==> config.mk <==
export PLATFORM = sky130hd
export DESIGN_NAME = csr_unit
export DESIGN_NICKNAME = d
export VERILOG_FILES = /design/src/csr_pkg.sv /design/src/csr_unit.sv /design/src/csr_regfile.sv /design/src/trap_ctrl.sv /design/src/csr_counter.sv
export VERILOG_INCLUDE_DIRS = /design/src
export SDC_FILE = /design/constraint.sdc
export NUM_CORES = 2
export LEC_CHECK = 0
export ABC_AREA = 1
export BUFFER_PORTS_ARGS = -buffer_cell sky130_fd_sc_hd__buf_2
export CORE_UTILIZATION = 54
export DETAILED_ROUTE_END_ITERATION = 8
export GPL_TIMING_DRIVEN = 0
export PLACE_DENSITY = 0.74
export SYNTH_ARGS = -nofsm -noshare
export SYNTH_HDL_FRONTEND = slang
export SYNTH_HIERARCHICAL = 1
export SYNTH_SLANG_ARGS = --single-unit
==> constraint.sdc <==
create_clock -name clk -period 3.1 [get_ports clk]
set_input_delay 0.155 -clock clk [delete_from_list [all_inputs] [get_ports clk]]
set_output_delay 0.155 -clock clk [all_outputs]
set_load 0.02 [all_outputs]
==> src/csr_defines.svh <==
// Word width, machine CSR addresses, reset and constant values, mstatus bit positions
`ifndef CSR_DEFINES_SVH
`define CSR_DEFINES_SVH

`define XLEN 64

// Machine trap setup and handling
`define CSR_MSTATUS   12'h300
`define CSR_MISA      12'h301
`define CSR_MIE       12'h304
`define CSR_MTVEC     12'h305
`define CSR_MSCRATCH  12'h340
`define CSR_MEPC      12'h341
`define CSR_MCAUSE    12'h342
`define CSR_MTVAL     12'h343
`define CSR_MIP       12'h344

// Machine counters
`define CSR_MCYCLE    12'hB00
`define CSR_MINSTRET  12'hB02

// Machine information, read only
`define CSR_MVENDORID 12'hF11
`define CSR_MARCHID   12'hF12
`define CSR_MIMPID    12'hF13
`define CSR_MHARTID   12'hF14

`define MSTATUS_RESET 64'h0000_0000_0000_1800  // MPP = M, MIE = MPIE = 0
`define MISA_VALUE    64'h8000_0000_0000_0100  // MXL = 2 (RV64), base I only

// mstatus trap fields
`define MSTATUS_MIE_BIT  3
`define MSTATUS_MPIE_BIT 7

`endif
==> src/csr_pkg.sv <==
// Shared CSR word, address, exception code and trap state types
`include "csr_defines.svh"

package csr_pkg;

  // One machine word
  typedef logic [`XLEN-1:0] xlen_t;

  // CSR address as encoded in the instruction
  typedef logic [11:0] csr_addr_t;

  // Synchronous exception code, zero-extended into mcause
  typedef logic [3:0] exc_code_t;

  // Trap sequencing
  typedef enum logic [1:0] {
    RUN,      // Normal execution
    HANDLER,  // Inside the trap handler, waiting for mret
    HALTED    // Double trap, stuck until reset
  } trap_state_t;

endpackage

==> src/csr_unit.sv <==
// Machine CSR unit top with register file, trap FSM and the two counters
`timescale 1ns/10ps

module csr_unit
  import csr_pkg::*;
(
  input  logic      clk,
  input  logic      rst,
  // Read port
  input  logic      csr_rd_en,
  input  csr_addr_t csr_rd_addr,
  output xlen_t     csr_rd_data,
  output logic      csr_rd_illegal,
  // Write port
  input  logic      csr_wr_en,
  input  csr_addr_t csr_wr_addr,
  input  xlen_t     csr_wr_data,
  // Exception and return requests
  input  logic      excp_req,
  input  exc_code_t excp_code,
  input  xlen_t     excp_pc,
  input  xlen_t     excp_tval,
  input  logic      mret_req,
  input  logic      retire,
  // PC redirect and status
  output logic      redirect_valid,
  output xlen_t     redirect_pc,
  output logic      trap_active,
  output logic      halted
);

  logic  trap_enter;
  logic  trap_exit;
  logic  cycle_wr;
  logic  instret_wr;
  xlen_t mtvec;
  xlen_t mepc;
  xlen_t mcycle;
  xlen_t minstret;

  csr_regfile i_regfile (
    .clk            (clk),
    .rst            (rst),
    .csr_rd_en      (csr_rd_en),
    .csr_rd_addr    (csr_rd_addr),
    .csr_rd_data    (csr_rd_data),
    .csr_rd_illegal (csr_rd_illegal),
    .csr_wr_en      (csr_wr_en),
    .csr_wr_addr    (csr_wr_addr),
    .csr_wr_data    (csr_wr_data),
    .trap_enter     (trap_enter),
    .trap_exit      (trap_exit),
    .excp_code      (excp_code),
    .excp_pc        (excp_pc),
    .excp_tval      (excp_tval),
    .mcycle         (mcycle),
    .minstret       (minstret),
    .cycle_wr       (cycle_wr),
    .instret_wr     (instret_wr),
    .mtvec          (mtvec),
    .mepc           (mepc)
  );

  trap_ctrl i_trap_ctrl (
    .clk            (clk),
    .rst            (rst),
    .excp_req       (excp_req),
    .mret_req       (mret_req),
    .mtvec          (mtvec),
    .mepc           (mepc),
    .trap_enter     (trap_enter),
    .trap_exit      (trap_exit),
    .redirect_valid (redirect_valid),
    .redirect_pc    (redirect_pc),
    .trap_active    (trap_active),
    .halted         (halted)
  );

  // Free-running cycle count
  csr_counter i_mcycle (
    .clk     (clk),
    .rst     (rst),
    .inc     (1'b1),
    .wr      (cycle_wr),
    .wr_data (csr_wr_data),
    .count   (mcycle)
  );

  csr_counter i_minstret (
    .clk     (clk),
    .rst     (rst),
    .inc     (retire),  // One per retired instruction
    .wr      (instret_wr),
    .wr_data (csr_wr_data),
    .count   (minstret)
  );

endmodule

==> src/csr_regfile.sv <==
// Machine CSR registers, address decode, read mux and trap-side CSR updates
`timescale 1ns/10ps
`include "csr_defines.svh"

module csr_regfile
  import csr_pkg::*;
(
  input  logic      clk,
  input  logic      rst,
  input  logic      csr_rd_en,
  input  csr_addr_t csr_rd_addr,
  output xlen_t     csr_rd_data,
  output logic      csr_rd_illegal,
  input  logic      csr_wr_en,
  input  csr_addr_t csr_wr_addr,
  input  xlen_t     csr_wr_data,
  input  logic      trap_enter,
  input  logic      trap_exit,
  input  exc_code_t excp_code,
  input  xlen_t     excp_pc,
  input  xlen_t     excp_tval,
  input  xlen_t     mcycle,       // From the cycle counter
  input  xlen_t     minstret,     // From the retire counter
  output logic      cycle_wr,
  output logic      instret_wr,
  output xlen_t     mtvec,
  output xlen_t     mepc
);

  xlen_t mstatus;
  xlen_t mie;
  xlen_t mscratch;
  xlen_t mcause;
  xlen_t mtval;
  xlen_t mip;
  xlen_t mstatus_trap;

  // Write decode, read-only and unknown addresses fall through
  logic wr_mstatus, wr_mie, wr_mtvec, wr_mscratch;
  logic wr_mepc, wr_mcause, wr_mtval, wr_mip;

  assign wr_mstatus  = csr_wr_en && (csr_wr_addr == `CSR_MSTATUS);
  assign wr_mie      = csr_wr_en && (csr_wr_addr == `CSR_MIE);
  assign wr_mtvec    = csr_wr_en && (csr_wr_addr == `CSR_MTVEC);
  assign wr_mscratch = csr_wr_en && (csr_wr_addr == `CSR_MSCRATCH);
  assign wr_mepc     = csr_wr_en && (csr_wr_addr == `CSR_MEPC);
  assign wr_mcause   = csr_wr_en && (csr_wr_addr == `CSR_MCAUSE);
  assign wr_mtval    = csr_wr_en && (csr_wr_addr == `CSR_MTVAL);
  assign wr_mip      = csr_wr_en && (csr_wr_addr == `CSR_MIP);
  assign cycle_wr    = csr_wr_en && (csr_wr_addr == `CSR_MCYCLE);
  assign instret_wr  = csr_wr_en && (csr_wr_addr == `CSR_MINSTRET);

  // Interrupt enable stacking on trap entry and mret
  always_comb begin
    mstatus_trap = mstatus;
    if (trap_enter) begin
      mstatus_trap[`MSTATUS_MPIE_BIT] = mstatus[`MSTATUS_MIE_BIT];
      mstatus_trap[`MSTATUS_MIE_BIT]  = 1'b0;
    end else begin
      mstatus_trap[`MSTATUS_MIE_BIT]  = mstatus[`MSTATUS_MPIE_BIT];
      mstatus_trap[`MSTATUS_MPIE_BIT] = 1'b1;
    end
  end

  // Trap-side updates take priority over a software write at the same edge
  always_ff @(posedge clk) begin
    if (rst) begin
      mstatus <= `MSTATUS_RESET;
      mepc    <= '0;
      mcause  <= '0;
      mtval   <= '0;
    end else begin
      if (trap_enter || trap_exit) begin
        mstatus <= mstatus_trap;
      end else if (wr_mstatus) begin
        mstatus <= csr_wr_data;
      end
      if (trap_enter) begin
        mepc   <= {excp_pc[`XLEN-1:1], 1'b0};  // Instruction alignment
        mcause <= `XLEN'(excp_code);
        mtval  <= excp_tval;
      end else begin
        if (wr_mepc) mepc <= csr_wr_data;
        if (wr_mcause) mcause <= csr_wr_data;
        if (wr_mtval) mtval <= csr_wr_data;
      end
    end
  end

  // Plain software registers
  always_ff @(posedge clk) begin
    if (rst) begin
      mie      <= '0;
      mtvec    <= '0;
      mscratch <= '0;
      mip      <= '0;
    end else begin
      if (wr_mie) mie <= csr_wr_data;
      if (wr_mtvec) mtvec <= csr_wr_data;
      if (wr_mscratch) mscratch <= csr_wr_data;
      if (wr_mip) mip <= csr_wr_data;  // Nothing sets mip from hardware
    end
  end

  // One-hot read selects
  logic rd_mstatus, rd_misa, rd_mie, rd_mtvec, rd_mscratch;
  logic rd_mepc, rd_mcause, rd_mtval, rd_mip, rd_mcycle, rd_minstret;
  logic rd_mvendorid, rd_marchid, rd_mimpid, rd_mhartid;
  logic rd_known;

  assign rd_mstatus   = (csr_rd_addr == `CSR_MSTATUS);
  assign rd_misa      = (csr_rd_addr == `CSR_MISA);
  assign rd_mie       = (csr_rd_addr == `CSR_MIE);
  assign rd_mtvec     = (csr_rd_addr == `CSR_MTVEC);
  assign rd_mscratch  = (csr_rd_addr == `CSR_MSCRATCH);
  assign rd_mepc      = (csr_rd_addr == `CSR_MEPC);
  assign rd_mcause    = (csr_rd_addr == `CSR_MCAUSE);
  assign rd_mtval     = (csr_rd_addr == `CSR_MTVAL);
  assign rd_mip       = (csr_rd_addr == `CSR_MIP);
  assign rd_mcycle    = (csr_rd_addr == `CSR_MCYCLE);
  assign rd_minstret  = (csr_rd_addr == `CSR_MINSTRET);
  assign rd_mvendorid = (csr_rd_addr == `CSR_MVENDORID);
  assign rd_marchid   = (csr_rd_addr == `CSR_MARCHID);
  assign rd_mimpid    = (csr_rd_addr == `CSR_MIMPID);
  assign rd_mhartid   = (csr_rd_addr == `CSR_MHARTID);

  assign rd_known = rd_mstatus | rd_misa | rd_mie | rd_mtvec | rd_mscratch
                  | rd_mepc | rd_mcause | rd_mtval | rd_mip | rd_mcycle
                  | rd_minstret | rd_mvendorid | rd_marchid | rd_mimpid | rd_mhartid;

  // ID registers read as zero, so only the live registers enter the mux
  assign csr_rd_data = {`XLEN{csr_rd_en}} & (
      ({`XLEN{rd_mstatus}}  & mstatus)
    | ({`XLEN{rd_misa}}     & `MISA_VALUE)
    | ({`XLEN{rd_mie}}      & mie)
    | ({`XLEN{rd_mtvec}}    & mtvec)
    | ({`XLEN{rd_mscratch}} & mscratch)
    | ({`XLEN{rd_mepc}}     & mepc)
    | ({`XLEN{rd_mcause}}   & mcause)
    | ({`XLEN{rd_mtval}}    & mtval)
    | ({`XLEN{rd_mip}}      & mip)
    | ({`XLEN{rd_mcycle}}   & mcycle)
    | ({`XLEN{rd_minstret}} & minstret)
  );

  assign csr_rd_illegal = csr_rd_en && !rd_known;

endmodule

==> src/trap_ctrl.sv <==
// Trap FSM for exception entry, mret and double-trap halt, plus the PC redirect
`timescale 1ns/10ps
`include "csr_defines.svh"

module trap_ctrl
  import csr_pkg::*;
(
  input  logic  clk,
  input  logic  rst,
  input  logic  excp_req,        // One-cycle exception pulse
  input  logic  mret_req,        // One-cycle mret pulse
  input  xlen_t mtvec,
  input  xlen_t mepc,
  output logic  trap_enter,      // Strobe to the regfile
  output logic  trap_exit,       // Strobe to the regfile
  output logic  redirect_valid,
  output xlen_t redirect_pc,
  output logic  trap_active,
  output logic  halted
);

  trap_state_t state;
  trap_state_t state_next;
  logic        double_trap;

  // Request acceptance
  // An exception always wins over an mret in the same cycle
  assign trap_enter  = excp_req && (state == RUN);
  assign double_trap = excp_req && (state == HANDLER);
  assign trap_exit   = mret_req && !excp_req && (state == HANDLER);

  always_comb begin
    state_next = state;
    case (state)
      RUN: begin
        if (trap_enter) begin
          state_next = HANDLER;
        end
      end
      HANDLER: begin
        if (double_trap) begin
          state_next = HALTED;
        end else if (trap_exit) begin
          state_next = RUN;
        end
      end
      HALTED: begin
        state_next = HALTED;  // Only rst leaves here
      end
      default: begin
        state_next = RUN;
      end
    endcase
  end

  always_ff @(posedge clk) begin
    if (rst) begin
      state <= RUN;
    end else begin
      state <= state_next;
    end
  end

  // Redirect pulse follows the accepting edge by one cycle
  always_ff @(posedge clk) begin
    if (rst) begin
      redirect_valid <= 1'b0;
    end else begin
      redirect_valid <= trap_enter || trap_exit;
    end
  end

  // Target sampled from the CSR values before the update edge
  always_ff @(posedge clk) begin
    if (trap_enter) begin
      redirect_pc <= {mtvec[`XLEN-1:2], 2'b00};  // Direct mode only
    end else if (trap_exit) begin
      redirect_pc <= mepc;
    end
  end

  assign trap_active = (state == HANDLER);
  assign halted      = (state == HALTED);

endmodule

==> src/csr_counter.sv <==
// Loadable 64-bit performance counter with an increment enable
`timescale 1ns/10ps
`include "csr_defines.svh"

module csr_counter
  import csr_pkg::*;
(
  input  logic  clk,
  input  logic  rst,
  input  logic  inc,      // Count this cycle
  input  logic  wr,       // Software load
  input  xlen_t wr_data,
  output xlen_t count
);

  // Load beats the increment, so a write reads back exactly next cycle
  always_ff @(posedge clk) begin
    if (rst) begin
      count <= '0;
    end else if (wr) begin
      count <= wr_data;
    end else if (inc) begin
      count <= count + `XLEN'(1);
    end
  end

endmodule

==> impl_metrics.toml <==
[layout]
utilization_pct = 66.1
nNetsFinal = 6629
multiInputGateArea_um2 = 19300
drive_gt1_share_pct = 12.9
areaGrowthSynthToFinish_pct = 20.1
seqCellArea_um2 = 14800
layout.cells.non_filler = 7399
fillers = 6505

[pwr]
vdd_drop_max_uv = 435
p_comb_share_pct = 10.0
clock_power_share_pct = 45.6
power_density_nw_per_um2 = 470
switching_share_pct = 26.7
power.leakage_nw = 20.0
power_frac_seq_pct = 44.4
p_sw_mw = 5.75
power.internal_mw = 15.7

[die]
io_pins = 359
die_h_um = 268
initial_core_util_pct = 55.0
fp.dieW_um = 268
core_um2 = 69200
num_rows = 96
die_area_um2 = 71600

[worst_setup_path]
crit_required_ps = 3650
crit_arrival_ps = 3790
end_kind = "flop"
crit_path_start_kind = "primary input"
crit_top_cell = "clkbuf_1"
path_max_fanout = 10
slowest_stage = "clkbuf_1"
critPathKind = "primary input to flop"
max_stage_delay_ps = 1000
worstPathCellList = "dlygate4sd3_1, buf_2, clkbuf_1, inv_1, clkbuf_1, clkbuf_1, o21ai_0, a21oi_1"

[logic_synthesis]
netlist_top_cells_area = "dfxtp_1, nand2_1, nand3_1"
synthDistinctLibCells = 43
async_flop_share_pct = 0
synth_edf_count = 62
synth.mux.area_fraction_pct = 0
synth_top_cell_by_area = "dfxtp_1"
syn_area_um2 = 38100
synth_top_area_share_pct = 33.9
yosysSeqAreaShare_pct = 38.8
synth-xor-area-share_pct = 1.36
synth_top_family_by_area = "simple AND/OR/NAND/NOR gates"
ys_warn_count = 6
synth_cells = 5760
synth_area_per_cell_um2 = 6.61
yosysMostFrequentCell = "nand2_1"
synth_common_cells = "nand2_1, nand3_1, dfxtp_1"
synthFlopType = "dfxtp_1"
ys_seq_elements = 707
synth_simple_gate_area_share_pct = 32.1
synthAdderAreaFrac_pct = 0.0657
synth-compound-area-share_pct = 17.2

[outcome]
status = "complete, but fails checks"
violations = "negative setup slack"

[place]
gp_congestion = 1.09
dp.final_hpwl_mm = 139
io_buffers = 356
placed_cells = 7053
detailedPlace.worstSlack_ps = -97.4

[clock_network]
post_cts_buffers = 0
htreeDepth = 3
clock_latency_ps = 640
cts_buffer_depth = 3
root_buffer = "clkbuf_16"
path_clk_slew_ps = 60
cts_tree = "yes"
cts.sink_count = 707
cts_buffers = 80

[timing]
fin_ws_ps = -133
max_freq_mhz = 309
post-route-min-period_ps = 3230
skew_ps = 19.0
slew_viol_final = 0
hold_violations = 0
fin_crit_sh_pct = 104
worst_slew_pin_slew_ps = 1430
max_slew_margin_pct = 4.37
rsz0062_at_grt = "no"
finalSetupViolCount = 10

[global_route]
gr-total-overflow = 0
grt_pass1_vias = 42100
grt_max_degree = 45
grt_use_total_pct = 51.0
antenna_found_initial = 13
grt_pass1_wl_mm = 266

[routing]
drt.antenna.violating_nets = 0
vias_per_cell = 6.10
drc = 0
wl_per_cell_um = 25.4
wl_mm = 188
dr.first_iter.drc_count = 6951
vias = 45100
first_pass_iters = 8

[run]
cap_violations = 0

[worst_hold_path]
min_path_type = "primary input to flop"
per-stage QoR:
step,cell area [um^2],TNS (ps),total power [mW],hold WS (ps)
floorplan,38100,0,10.6,224
global placement,41000,-18890,11.5,432
detailed placement,41100,-1250,11.5,436
CTS,45700,0,21.3,3.05
global route,45700,0,21.9,45.4
finish,45700,-695,21.5,32.9
final timing paths:
| check | startpoint | end | slack (ps) | cells past startpoint |
|---|---|---|---|---|
| min reg2reg | i_regfile/mstatus[37] | i_regfile/mstatus[37] | 440 | 2 |
| min | csr_wr_data[29] | i_regfile/mcause[29] | 30 | 3 |
| max | rst | i_regfile/mtvec[18] | -130 | 8 |
| max reg2reg | i_trap_ctrl/state[1] | i_regfile/mepc[5] | 20 | 11 |
power by group through the flow:
stage / logic [mW] / clock network, mW / registers, mW
floorplan: 0.862 / 0 / 9.77
global placement: 1.78 / 0 / 9.73
detailed placement: 1.80 / 0 / 9.73
CTS: 2.00 / 9.73 / 9.53
global route: 2.22 / 10.1 / 9.55
finish: 2.16 / 9.80 / 9.54
cells by family (layout without fill, tap and decap cells):
family,Yosys count,count (layout)
buffers and inverters,951,1649
and+or+nand+nor,2822,2822
AOI/OAI and AO/OA,1218,1218
adders and majority gates,2,2
DFF,707,707
xor gates and xnor gates,59,59
other,1,11
repair_timing:
item,4_1_cts,5_1_grt
hold buffers,196,0
gates resized for setup,2,4
endpoints found under the hold margin,417,0
setup endpoints to repair,25,31
gates cloned,0,0
pin swaps,0,0
worst max-delay path: cells and delay by family:
family                 cells  cell delay, ps
buffers and inverters      6            3190
AO/OA/AOI/OAI              2             410
layout make-up:
class / count / area share (%)
multi-input combinational: 4107 / 42.3
antenna: 5 / 0.0274
inverter: 548 / 4.51
clock buffer: 128 / 5.31
sequential: 707 / 32.3
buffer: 403 / 4.23
tap: 931 / 2.55
timing repair buffer: 553 / 8.25
clock inverter: 17 / 0.487
routing by layer:
layer / global-route usage, % / routed length (um) / up-vias
li1: - / - / 20200
met1: 59.8 / 65000 / 20700
met2: 76.5 / 78300 / 3449
met3: 17.6 / 27800 / 822
met4: 38.8 / 16600 / 6
met5: 0 / 41 / -
state kept, by name, summed over array words and instances, names as in the netlist:
register / cells
i_mcycle/count: 64
i_minstret/count: 64
i_regfile/mcause: 64
i_regfile/mepc: 64
i_regfile/mie: 64
i_regfile/mip: 64
i_regfile/mscratch: 64
i_regfile/mstatus: 64
i_regfile/mtval: 64
i_regfile/mtvec: 64
i_trap_ctrl/redirect_pc: 64
i_trap_ctrl/state: 2
i_trap_ctrl/redirect_valid: 1
layout by cell type (no fill, tap or decap), types with 21 or more instances in the layout:
master and instances:
a31oi_1 23, a21oi_1 595, clkbuf_1 174, nand2_1 1299
dfxtp_1 645, a22oi_1 93, edfxtp_1 62, o21bai_1 34
dlygate4sd3_1 196, buf_1 26, inv_1 528, buf_2 552
buf_4 21, nand2_2 35, xnor2_1 36, clkbuf_16 84
nand4_1 21, xor2_1 23, o21ai_0 372, nor2_1 521
nor2_2 26, o21ai_1 68, nand3_1 872
Power figures use the tool's default switching activity.
